**src/hw/srisc_pkg.sv**
```systemverilog
package srisc_pkg;

    localparam int default_data_width = 16;
    localparam int default_addr_width = 9;
    localparam int default_num_regs   = 8;

    typedef enum logic [3:0] {
        reset_st = 4'b0000,
        if1      = 4'b0001,
        if2      = 4'b0010,
        update   = 4'b0011,
        decode   = 4'b0100,
        s_a      = 4'b0101,
        s_b      = 4'b0110,
        s_c      = 4'b0111,
        s_d      = 4'b1000,
        s_e      = 4'b1001,
        s_f      = 4'b1010,
        s_g      = 4'b1011,
        halt     = 4'b1111
    } state_t;

    typedef enum logic [2:0] {
        op_ldr  = 3'b011,
        op_str  = 3'b100,
        op_alu  = 3'b101,
        op_move = 3'b110,
        op_halt = 3'b111
    } opcode_t;

    // also picks the move flavour with 10 for immediate and 00 for register
    typedef enum logic [1:0] {
        alu_add = 2'b00,
        alu_cmp = 2'b01,
        alu_and = 2'b10,
        alu_mvn = 2'b11
    } alu_op_t;

    typedef enum logic [1:0] {
        sh_none = 2'b00,
        sh_lsl  = 2'b01,
        sh_lsr  = 2'b10,
        sh_asr  = 2'b11
    } shift_t;

    typedef enum logic [1:0] {
        mem_none  = 2'b00,
        mem_read  = 2'b01,
        mem_write = 2'b11
    } mem_cmd_t;

    typedef enum logic [1:0] {sel_rn, sel_rd, sel_rm} reg_sel_t;

    typedef enum logic [1:0] {wb_c, wb_imm, wb_mdata} wb_sel_t;

endpackage

```
**src/hw/srisc_control.sv**
```systemverilog
`timescale 1ns/1ps

module srisc_control import srisc_pkg::*;
(
    input  logic     clk,
    input  logic     reset,
    input  opcode_t  opcode,
    input  alu_op_t  op,
    output reg_sel_t nsel,
    output wb_sel_t  wb_sel,
    output logic     write,
    output logic     loada,
    output logic     loadb,
    output logic     loadc,
    output logic     loads,
    output logic     asel,
    output logic     bsel,
    output logic     load_ir,
    output logic     load_pc,
    output logic     load_addr,
    output logic     addr_sel,
    output mem_cmd_t mem_cmd
);

    localparam alu_op_t mov_imm_sel = alu_and;   // 10
    localparam alu_op_t mov_reg_sel = alu_add;   // 00

    state_t state;
    state_t next_state;
    logic   mov_imm;
    logic   mov_reg;
    logic   is_cmp;

    assign mov_imm = (opcode == op_move) && (op == mov_imm_sel);
    assign mov_reg = (opcode == op_move) && (op == mov_reg_sel);
    assign is_cmp  = (op == alu_cmp);

    always_ff @(posedge clk)
    begin
        if (reset)
            state <= reset_st;
        else
            state <= next_state;
    end

    always_comb
    begin
        next_state = halt;
        case (state)
            reset_st: next_state = if1;
            if1:      next_state = if2;
            if2:      next_state = update;
            update:   next_state = decode;
            decode:
            begin
                case (opcode)
                    op_move:                 next_state = (mov_imm || mov_reg) ? s_a : halt;
                    op_alu, op_ldr, op_str:  next_state = s_a;
                    default:                 next_state = halt;   // op_halt and unknown codes
                endcase
            end
            s_a:  next_state = mov_imm ? if1 : s_b;
            s_b:  next_state = s_c;
            s_c:  next_state = mov_reg ? if1 : s_d;
            s_d:  next_state = (opcode == op_alu) ? if1 : s_e;
            s_e:  next_state = (opcode == op_ldr) ? if1 : s_f;
            s_f:  next_state = if1;
            halt: next_state = halt;
            default: next_state = halt;
        endcase
    end

    always_comb
    begin
        nsel      = sel_rn;
        wb_sel    = wb_c;
        write     = 1'b0;
        loada     = 1'b0;
        loadb     = 1'b0;
        loadc     = 1'b0;
        loads     = 1'b0;
        asel      = 1'b0;
        bsel      = 1'b0;
        load_ir   = 1'b0;
        load_pc   = 1'b0;
        load_addr = 1'b0;
        addr_sel  = 1'b0;
        mem_cmd   = mem_none;
        case (state)
            if1:
            begin
                addr_sel = 1'b1;
                mem_cmd  = mem_read;
            end
            if2:
            begin
                addr_sel = 1'b1;
                mem_cmd  = mem_read;
                load_ir  = 1'b1;   // word from if1 read is on read_data now
            end
            update: load_pc = 1'b1;
            s_a:
            begin
                if (mov_imm)
                begin
                    wb_sel = wb_imm;
                    write  = 1'b1;
                end
                else if (mov_reg)
                begin
                    nsel  = sel_rm;
                    loadb = 1'b1;
                end
                else
                    loada = 1'b1;
            end
            s_b:
            begin
                if (mov_reg)
                begin
                    asel  = 1'b1;
                    loadc = 1'b1;
                end
                else if (opcode == op_alu)
                begin
                    nsel  = sel_rm;
                    loadb = 1'b1;
                end
                else
                begin
                    bsel  = 1'b1;   // address = Rn + sximm5
                    loadc = 1'b1;
                end
            end
            s_c:
            begin
                if (mov_reg)
                begin
                    nsel  = sel_rd;
                    write = 1'b1;
                end
                else if (opcode == op_alu)
                begin
                    loads = is_cmp;
                    loadc = !is_cmp;
                end
                else
                    load_addr = 1'b1;
            end
            s_d:
            begin
                if (opcode == op_alu)
                begin
                    nsel  = sel_rd;
                    write = !is_cmp;
                end
                else if (opcode == op_ldr)
                    mem_cmd = mem_read;
                else
                begin
                    nsel  = sel_rd;   // store data
                    loadb = 1'b1;
                end
            end
            s_e:
            begin
                if (opcode == op_ldr)
                begin
                    nsel   = sel_rd;
                    wb_sel = wb_mdata;
                    write  = 1'b1;
                end
                else
                begin
                    asel  = 1'b1;
                    loadc = 1'b1;
                end
            end
            s_f: mem_cmd = mem_write;
            default: ;
        endcase
    end

endmodule

```
**src/hw/pc_addr_unit.sv**
```systemverilog
`timescale 1ns/1ps

module pc_addr_unit import srisc_pkg::*;
#(
    parameter int addr_width = default_addr_width
)
(
    input  logic                  clk,
    input  logic                  reset,
    input  logic                  load_pc,
    input  logic                  load_addr,
    input  logic                  addr_sel,
    input  logic [addr_width-1:0] c_addr,
    output logic [addr_width-1:0] mem_addr
);

    logic [addr_width-1:0] pc;
    logic [addr_width-1:0] data_addr;

    always_ff @(posedge clk)
    begin
        if (reset)
            pc <= '0;
        else if (load_pc)
            pc <= pc + 1'b1;
    end

    always_ff @(posedge clk)
    begin
        if (reset)
            data_addr <= '0;
        else if (load_addr)
            data_addr <= c_addr;   // low bits of the computed address
    end

    assign mem_addr = addr_sel ? pc : data_addr;

endmodule

```
**src/hw/instr_decode.sv**
```systemverilog
`timescale 1ns/1ps

module instr_decode import srisc_pkg::*;
#(
    parameter int data_width = default_data_width
)
(
    input  logic                  clk,
    input  logic                  reset,
    input  logic                  load_ir,
    input  logic [data_width-1:0] read_data,
    output opcode_t               opcode,
    output alu_op_t               op,
    output logic [2:0]            rn,
    output logic [2:0]            rd,
    output logic [2:0]            rm,
    output shift_t                shift,
    output logic [data_width-1:0] sximm8,
    output logic [data_width-1:0] sximm5
);

    logic [data_width-1:0] ir;

    always_ff @(posedge clk)
    begin
        if (reset)
            ir <= '0;
        else if (load_ir)
            ir <= read_data;
    end

    assign opcode = opcode_t'(ir[15:13]);
    assign op     = alu_op_t'(ir[12:11]);
    assign rn     = ir[10:8];
    assign rd     = ir[7:5];
    assign rm     = ir[2:0];

    // loads and stores share bits 4:3 with imm5
    assign shift = (opcode == op_ldr || opcode == op_str) ? sh_none : shift_t'(ir[4:3]);

    assign sximm8 = {{(data_width-8){ir[7]}}, ir[7:0]};
    assign sximm5 = {{(data_width-5){ir[4]}}, ir[4:0]};

endmodule

```
**src/hw/reg_file.sv**
```systemverilog
`timescale 1ns/1ps

module reg_file import srisc_pkg::*;
#(
    parameter int data_width = default_data_width,
    parameter int num_regs   = default_num_regs
)
(
    input  logic                  clk,
    input  logic                  reset,
    input  logic                  write,
    input  reg_sel_t              nsel,
    input  wb_sel_t               wb_sel,
    input  logic [2:0]            rn,
    input  logic [2:0]            rd,
    input  logic [2:0]            rm,
    input  logic [data_width-1:0] c,
    input  logic [data_width-1:0] sximm8,
    input  logic [data_width-1:0] mdata,
    output logic [data_width-1:0] read_value
);

    logic [data_width-1:0] regs [num_regs];
    logic [2:0]            idx;
    logic [data_width-1:0] wb_value;

    // one index serves both the read and the write port
    always_comb
    begin
        case (nsel)
            sel_rd:  idx = rd;
            sel_rm:  idx = rm;
            default: idx = rn;
        endcase
    end

    always_comb
    begin
        case (wb_sel)
            wb_imm:   wb_value = sximm8;
            wb_mdata: wb_value = mdata;
            default:  wb_value = c;
        endcase
    end

    always_ff @(posedge clk)
    begin
        if (reset)
        begin
            for (int i = 0; i < num_regs; i++)
                regs[i] <= '0;
        end
        else if (write)
            regs[idx] <= wb_value;
    end

    assign read_value = regs[idx];

endmodule

```
**src/hw/execute_unit.sv**
```systemverilog
`timescale 1ns/1ps

module execute_unit import srisc_pkg::*;
#(
    parameter int data_width = default_data_width
)
(
    input  logic                  clk,
    input  logic                  reset,
    input  logic                  loada,
    input  logic                  loadb,
    input  logic                  loadc,
    input  logic                  loads,
    input  logic                  asel,
    input  logic                  bsel,
    input  alu_op_t               op,
    input  shift_t                shift,
    input  logic [data_width-1:0] read_value,
    input  logic [data_width-1:0] sximm5,
    output logic [data_width-1:0] c,
    output logic                  n,
    output logic                  v,
    output logic                  z
);

    logic [data_width-1:0] a_reg;
    logic [data_width-1:0] b_reg;
    logic [data_width-1:0] b_shifted;
    logic [data_width-1:0] ain;
    logic [data_width-1:0] bin;
    logic [data_width-1:0] result;
    logic [data_width-1:0] diff;
    logic                  sub_ovf;

    always_ff @(posedge clk)
    begin
        if (reset)
        begin
            a_reg <= '0;
            b_reg <= '0;
        end
        else
        begin
            if (loada)
                a_reg <= read_value;
            if (loadb)
                b_reg <= read_value;
        end
    end

    always_comb
    begin
        case (shift)
            sh_lsl:  b_shifted = b_reg << 1;
            sh_lsr:  b_shifted = b_reg >> 1;
            sh_asr:  b_shifted = {b_reg[data_width-1], b_reg[data_width-1:1]};
            default: b_shifted = b_reg;
        endcase
    end

    assign ain = asel ? '0 : a_reg;
    assign bin = bsel ? sximm5 : b_shifted;

    assign diff    = ain - bin;
    // operands differ in sign and the result sign flips away from a
    assign sub_ovf = (ain[data_width-1] != bin[data_width-1]) &&
                     (diff[data_width-1] != ain[data_width-1]);

    always_comb
    begin
        case (op)
            alu_cmp: result = diff;
            alu_and: result = ain & bin;
            alu_mvn: result = ~bin;
            default: result = ain + bin;
        endcase
    end

    always_ff @(posedge clk)
    begin
        if (reset)
        begin
            c <= '0;
            n <= 1'b0;
            v <= 1'b0;
            z <= 1'b0;
        end
        else
        begin
            if (loadc)
                c <= result;
            if (loads)
            begin
                n <= result[data_width-1];
                v <= sub_ovf;
                z <= (result == '0);
            end
        end
    end

endmodule

```
**src/hw/srisc_cpu.sv**
```systemverilog
`timescale 1ns/1ps

module srisc_cpu import srisc_pkg::*;
#(
    parameter int data_width = default_data_width,
    parameter int addr_width = default_addr_width,
    parameter int num_regs   = default_num_regs
)
(
    input  logic                  clk,
    input  logic                  reset,
    input  logic [data_width-1:0] read_data,
    output logic [data_width-1:0] out,
    output logic                  n,
    output logic                  v,
    output logic                  z,
    output logic [addr_width-1:0] mem_addr,
    output mem_cmd_t              mem_cmd
);

    opcode_t               opcode;
    alu_op_t               op;
    shift_t                shift;
    logic [2:0]            rn;
    logic [2:0]            rd;
    logic [2:0]            rm;
    logic [data_width-1:0] sximm8;
    logic [data_width-1:0] sximm5;
    logic [data_width-1:0] read_value;
    reg_sel_t              nsel;
    wb_sel_t               wb_sel;
    logic                  write;
    logic                  loada;
    logic                  loadb;
    logic                  loadc;
    logic                  loads;
    logic                  asel;
    logic                  bsel;
    logic                  load_ir;
    logic                  load_pc;
    logic                  load_addr;
    logic                  addr_sel;

    srisc_control i_control (
        .clk(clk), .reset(reset), .opcode(opcode), .op(op),
        .nsel(nsel), .wb_sel(wb_sel), .write(write),
        .loada(loada), .loadb(loadb), .loadc(loadc), .loads(loads),
        .asel(asel), .bsel(bsel), .load_ir(load_ir), .load_pc(load_pc),
        .load_addr(load_addr), .addr_sel(addr_sel), .mem_cmd(mem_cmd)
    );

    pc_addr_unit #(.addr_width(addr_width)) i_pc_addr (
        .clk(clk), .reset(reset), .load_pc(load_pc), .load_addr(load_addr),
        .addr_sel(addr_sel), .c_addr(out[addr_width-1:0]), .mem_addr(mem_addr)
    );

    instr_decode #(.data_width(data_width)) i_decode (
        .clk(clk), .reset(reset), .load_ir(load_ir), .read_data(read_data),
        .opcode(opcode), .op(op), .rn(rn), .rd(rd), .rm(rm), .shift(shift),
        .sximm8(sximm8), .sximm5(sximm5)
    );

    reg_file #(.data_width(data_width), .num_regs(num_regs)) i_regs (
        .clk(clk), .reset(reset), .write(write), .nsel(nsel), .wb_sel(wb_sel),
        .rn(rn), .rd(rd), .rm(rm), .c(out), .sximm8(sximm8),
        .mdata(read_data), .read_value(read_value)
    );

    execute_unit #(.data_width(data_width)) i_execute (
        .clk(clk), .reset(reset), .loada(loada), .loadb(loadb), .loadc(loadc),
        .loads(loads), .asel(asel), .bsel(bsel), .op(op), .shift(shift),
        .read_value(read_value), .sximm5(sximm5), .c(out), .n(n), .v(v), .z(z)
    );

endmodule

```
**config.mk**
```make
export PLATFORM = sky130hd
export DESIGN_NAME = srisc_cpu
export DESIGN_NICKNAME = d
export VERILOG_FILES = /design/src/hw/srisc_pkg.sv /design/src/hw/srisc_control.sv /design/src/hw/pc_addr_unit.sv /design/src/hw/instr_decode.sv /design/src/hw/reg_file.sv /design/src/hw/execute_unit.sv /design/src/hw/srisc_cpu.sv
export SDC_FILE = /design/constraint.sdc
export NUM_CORES = 1
export LEC_CHECK = 0
export BUFFER_PORTS_ARGS = -buffer_cell sky130_fd_sc_hd__buf_2
export CAP_MARGIN = 20
export CELL_PAD_IN_SITES_DETAIL_PLACEMENT = 0
export CELL_PAD_IN_SITES_GLOBAL_PLACEMENT = 1
export CORE_MARGIN = 4
export CORE_UTILIZATION = 51
export CTS_BUF_LIST = sky130_fd_sc_hd__clkbuf_2 sky130_fd_sc_hd__clkbuf_4 sky130_fd_sc_hd__clkbuf_8
export DETAILED_ROUTE_END_ITERATION = 16
export HOLD_SLACK_MARGIN = 0.03
export PLACE_DENSITY = 0.91
export SYNTH_ARGS = -nofsm -noshare
export SYNTH_HDL_FRONTEND = slang
export SYNTH_SLANG_ARGS = --single-unit
export TNS_END_PERCENT = 30
```
**constraint.sdc**
```tcl
create_clock -name clk -period 4.94 [get_ports clk]
set_input_delay 0 -clock clk [delete_from_list [all_inputs] [get_ports clk]]
set_output_delay 0 -clock clk [all_outputs]
set_load 0.01 [all_outputs]
```
==> impl_results.md <==
- Min-delay src: read_data[4]
- Most common library cells after synthesis: nor2_1 (243), edfxtp_1 (128), nand2_1 (122), dfxtp_1 (89), a21oi_1 (73)
- Nets: 1399
- Clock Skews: 23.4 ps
- Ports: 48
- Clk sink count: 217
- Final TNS setup: 0 ps
- Layout cell share with drive strength beyond 1: 0.170
- Max reg flops: 128
- Met2 wire len: 16800 µm
- CTS Buf Count: 37
- Unrepaired setup endpoints after global routing: no
- Fin util: 0.594
- Die height: 163 µm
- Top reg by flops: i_regs.regs
- Top cell by count, worst path: or3_1
- Outcome: finished, final reports clean
- Wl on met1: 14700 µm
- 1st-pass router iterations: 7
- CP startpoint kind: flop
- Vias in the first global route: 9882
- Worst path slowest cell: dfxtp_1
- Total grt overflow: 0
- Final Max Slew Viols: 0
- Vias per Instance: 6.11
- Hold worst-path end: i_decode.ir[4]
- Initial Util: 0.520
- # DRC: 0
- Layout area overhead: 14.2%
- Average wire per standard cell: 21.2 µm
- Slew Limit Headroom: 0.319
- Distinct cells, synth: 94
- Worst Setup Path Type: reg -> reg
- Clock Latency Late Sink: 540 ps
- Synth area leaders: edfxtp_1 (32%), dfxtp_1 (15%), nor2_1 (7.5%)
- CP peak stage delay: 590 ps
- I/O Buffers: 47
- Critical path fanouts, max: 14
- Setup violations, final: 0
- H-tree depth: 2
- Most used DFF post-synth: edfxtp_1
- FFs w/ async S/R, synth: 0
- Max Used Layer: met4
- Cell count of the worst reg-to-reg path: 15
- Via count: 10.3k
- Setup bufs post-CTS: 0
- GRT Overall Usage: 0.272
- Seq cells post-synth: 217
- Area leader, netlist: edfxtp_1
- Final Hold Vio Count: 0
- Worst min-delay path class: in -> reg
- Most frequent cell after synthesis: nor2_1
- Worst setup EP type: flop
- Post-DRT Antenna Nets: 0
- Yosys top cell area share: 0.315
- Row cnt: 56
- DP HPWL: 25200 µm
- Initial antenna violation count: 0
- Die X-Extent: 163 µm
- Sequential area share after synthesis: 0.461
- Root Driver: clkbuf_8
- Iter 0 DRT Violations: 1341
- Worst Tran Pin Value: 1020 ps
- Max cap viols: 0
- Maximum VDD drop: 0.000281 V
- EDFF count, synth: 128
- Slack of the worst reg-to-reg path: 280 ps
- ANT cells: 0
- Hold Path Depth: 4
- Synthesized cell area: 12200 µm²
- Largest net degree at the start of global routing: 55
- Reg-to-Reg End: i_execute.z
- CP required: 5390 ps
- WP data arrival: 5100 ps
- Fmax: 0.215 GHz
- Clock-pin slew on the worst setup and hold paths: 60 ps
- Crit share post-route: 0.943
- Syn Area/Cell: 9.67 µm²
- # fillers: 1963
- CP Cell Sequence: and3b_2 -> or3_1 -> o22ai_2 -> or3_4 -> nand2_1 -> ha_1 -> o21ai_1 -> a2111oi_2 -> o2bb2ai_1 -> nor3_1 -> or3_1 -> or4b_4 -> o211ai_2 -> nand4_1 -> o31ai_2
- Mapped Nets: 1319
- First-pass GRT wire length: 56200 µm
- Routed WL: 35800 µm
- CTS tree: built
- CTS max path bufs: 3
- Final GP Congestion: 0.974
- P per Cell Area: 330 nW/µm²
- Wire length on met3: 3080 µm
- Core ar.: 23500 µm²
- Cell count after synthesis: 1262
- R2R Path Start: i_decode.ir[15]
- LEAKAGE: 0.00516 µW
- Die outline area: 26500 µm²
- Crit path time final: 4660 ps
- Yosys warns: 0
## stage by stage
stage	hold slack, ps	std cells	power [µW]	worst slack (ps)	cell area [µm²]
final	293	1686	4600	284	13900
after floorplan	136	1262	2660	1040	12200
after CTS	260	1685	4590	310	13900
after global routing	299	1686	4780	58.9	13900
after global placement	257	1595	2910	344	12900
after detailed placement	264	1595	2910	356	12900
## power breakdown
part	internal, µW	leakage (µW)	switching, µW
sequential	1970	0.00204	51.4
combinational	355	0.00271	547
clock	937	0.000404	738
## layout by cell type, fill, tap and decap left out, types with 9 or more instances in the layout
cell type / count
o21ai_0: 43
inv_1: 44
nor3_1: 15
mux2_2: 9
mux4_2: 32
nand2_1: 122
xnor2_1: 10
clkbuf_8: 44
nand3b_1: 10
buf_4: 49
nor2_1: 243
nand2b_1: 12
o21ai_1: 17
clkbuf_4: 9
dfxtp_1: 89
edfxtp_1: 128
or3_1: 11
nand3_1: 17
a21oi_1: 70
dlygate4sd3_1: 26
a211oi_1: 43
nor2b_1: 13
a221o_1: 13
buf_2: 46
o22ai_1: 9
and2_1: 15
and3_1: 9
ha_1: 37
mux2i_1: 25
## timing repair
| action | CTS | global route |
|---|---|---|
| hold buffers | 26 | 0 |
| setup endpoints to repair | 0 | 1 |
| hold endpoints to repair | 43 | 0 |
| resized for setup | 0 | 2 |
## how the worst max path moves through the flow
stage	end	depth (start not counted)	slack (ps)	from
floorplan	i_execute.z	18	1040	i_decode.ir[14]
global placement	i_execute.z	16	340	i_decode.ir[13]
detailed placement	i_execute.z	15	360	i_decode.ir[13]
CTS	i_execute.z	15	310	i_decode.ir[13]
global route	i_execute.z	15	60	i_decode.ir[15]
finish	i_execute.z	15	280	i_decode.ir[15]
## area by class of cell
class | count | area (µm²) | area share
repair buffers | 124 | 913 | 0.0655
clock inverters | 11 | 92.6 | 0.00664
multi-input cells | 917 | 6070 | 0.435
well taps | 319 | 399 | 0.0286
flip-flops and latches | 217 | 5630 | 0.404
clock buffers | 53 | 673 | 0.0483
inverters | 45 | 169 | 0.0121
## routing by layer
metal | vias to the layer above | GRT usage
met5 | - | 0
met2 | 545 | 0.431
met3 | 89 | 0.0375
met1 | 4910 | 0.387
met4 | 0 | 0.0945
li1 | 4752 | -
## logic make-up after synthesis
kind of cell | after synthesis | synth area share
AO/OA/AOI/OAI | 286 | 0.159
buffers and inverters | 128 | 0.0463
AND/OR/NAND/NOR | 509 | 0.193
flip-flops | 217 | 0.461
adder cells (fa/ha/maj) | 39 | 0.0412
multiplexers | 66 | 0.0879
XOR/XNOR | 17 | 0.0122
## worst max-delay path: cells and delay by family (launching register included)
kind / cells / cell delay (ps)
AND/OR/NAND/NOR: 8 / 2240
AO/OA/AOI/OAI: 6 / 1260
flip-flops: 1 / 590
adder cells (fa/ha/maj): 1 / 490
No activity file was read; power rests on OpenSTA's default activity.
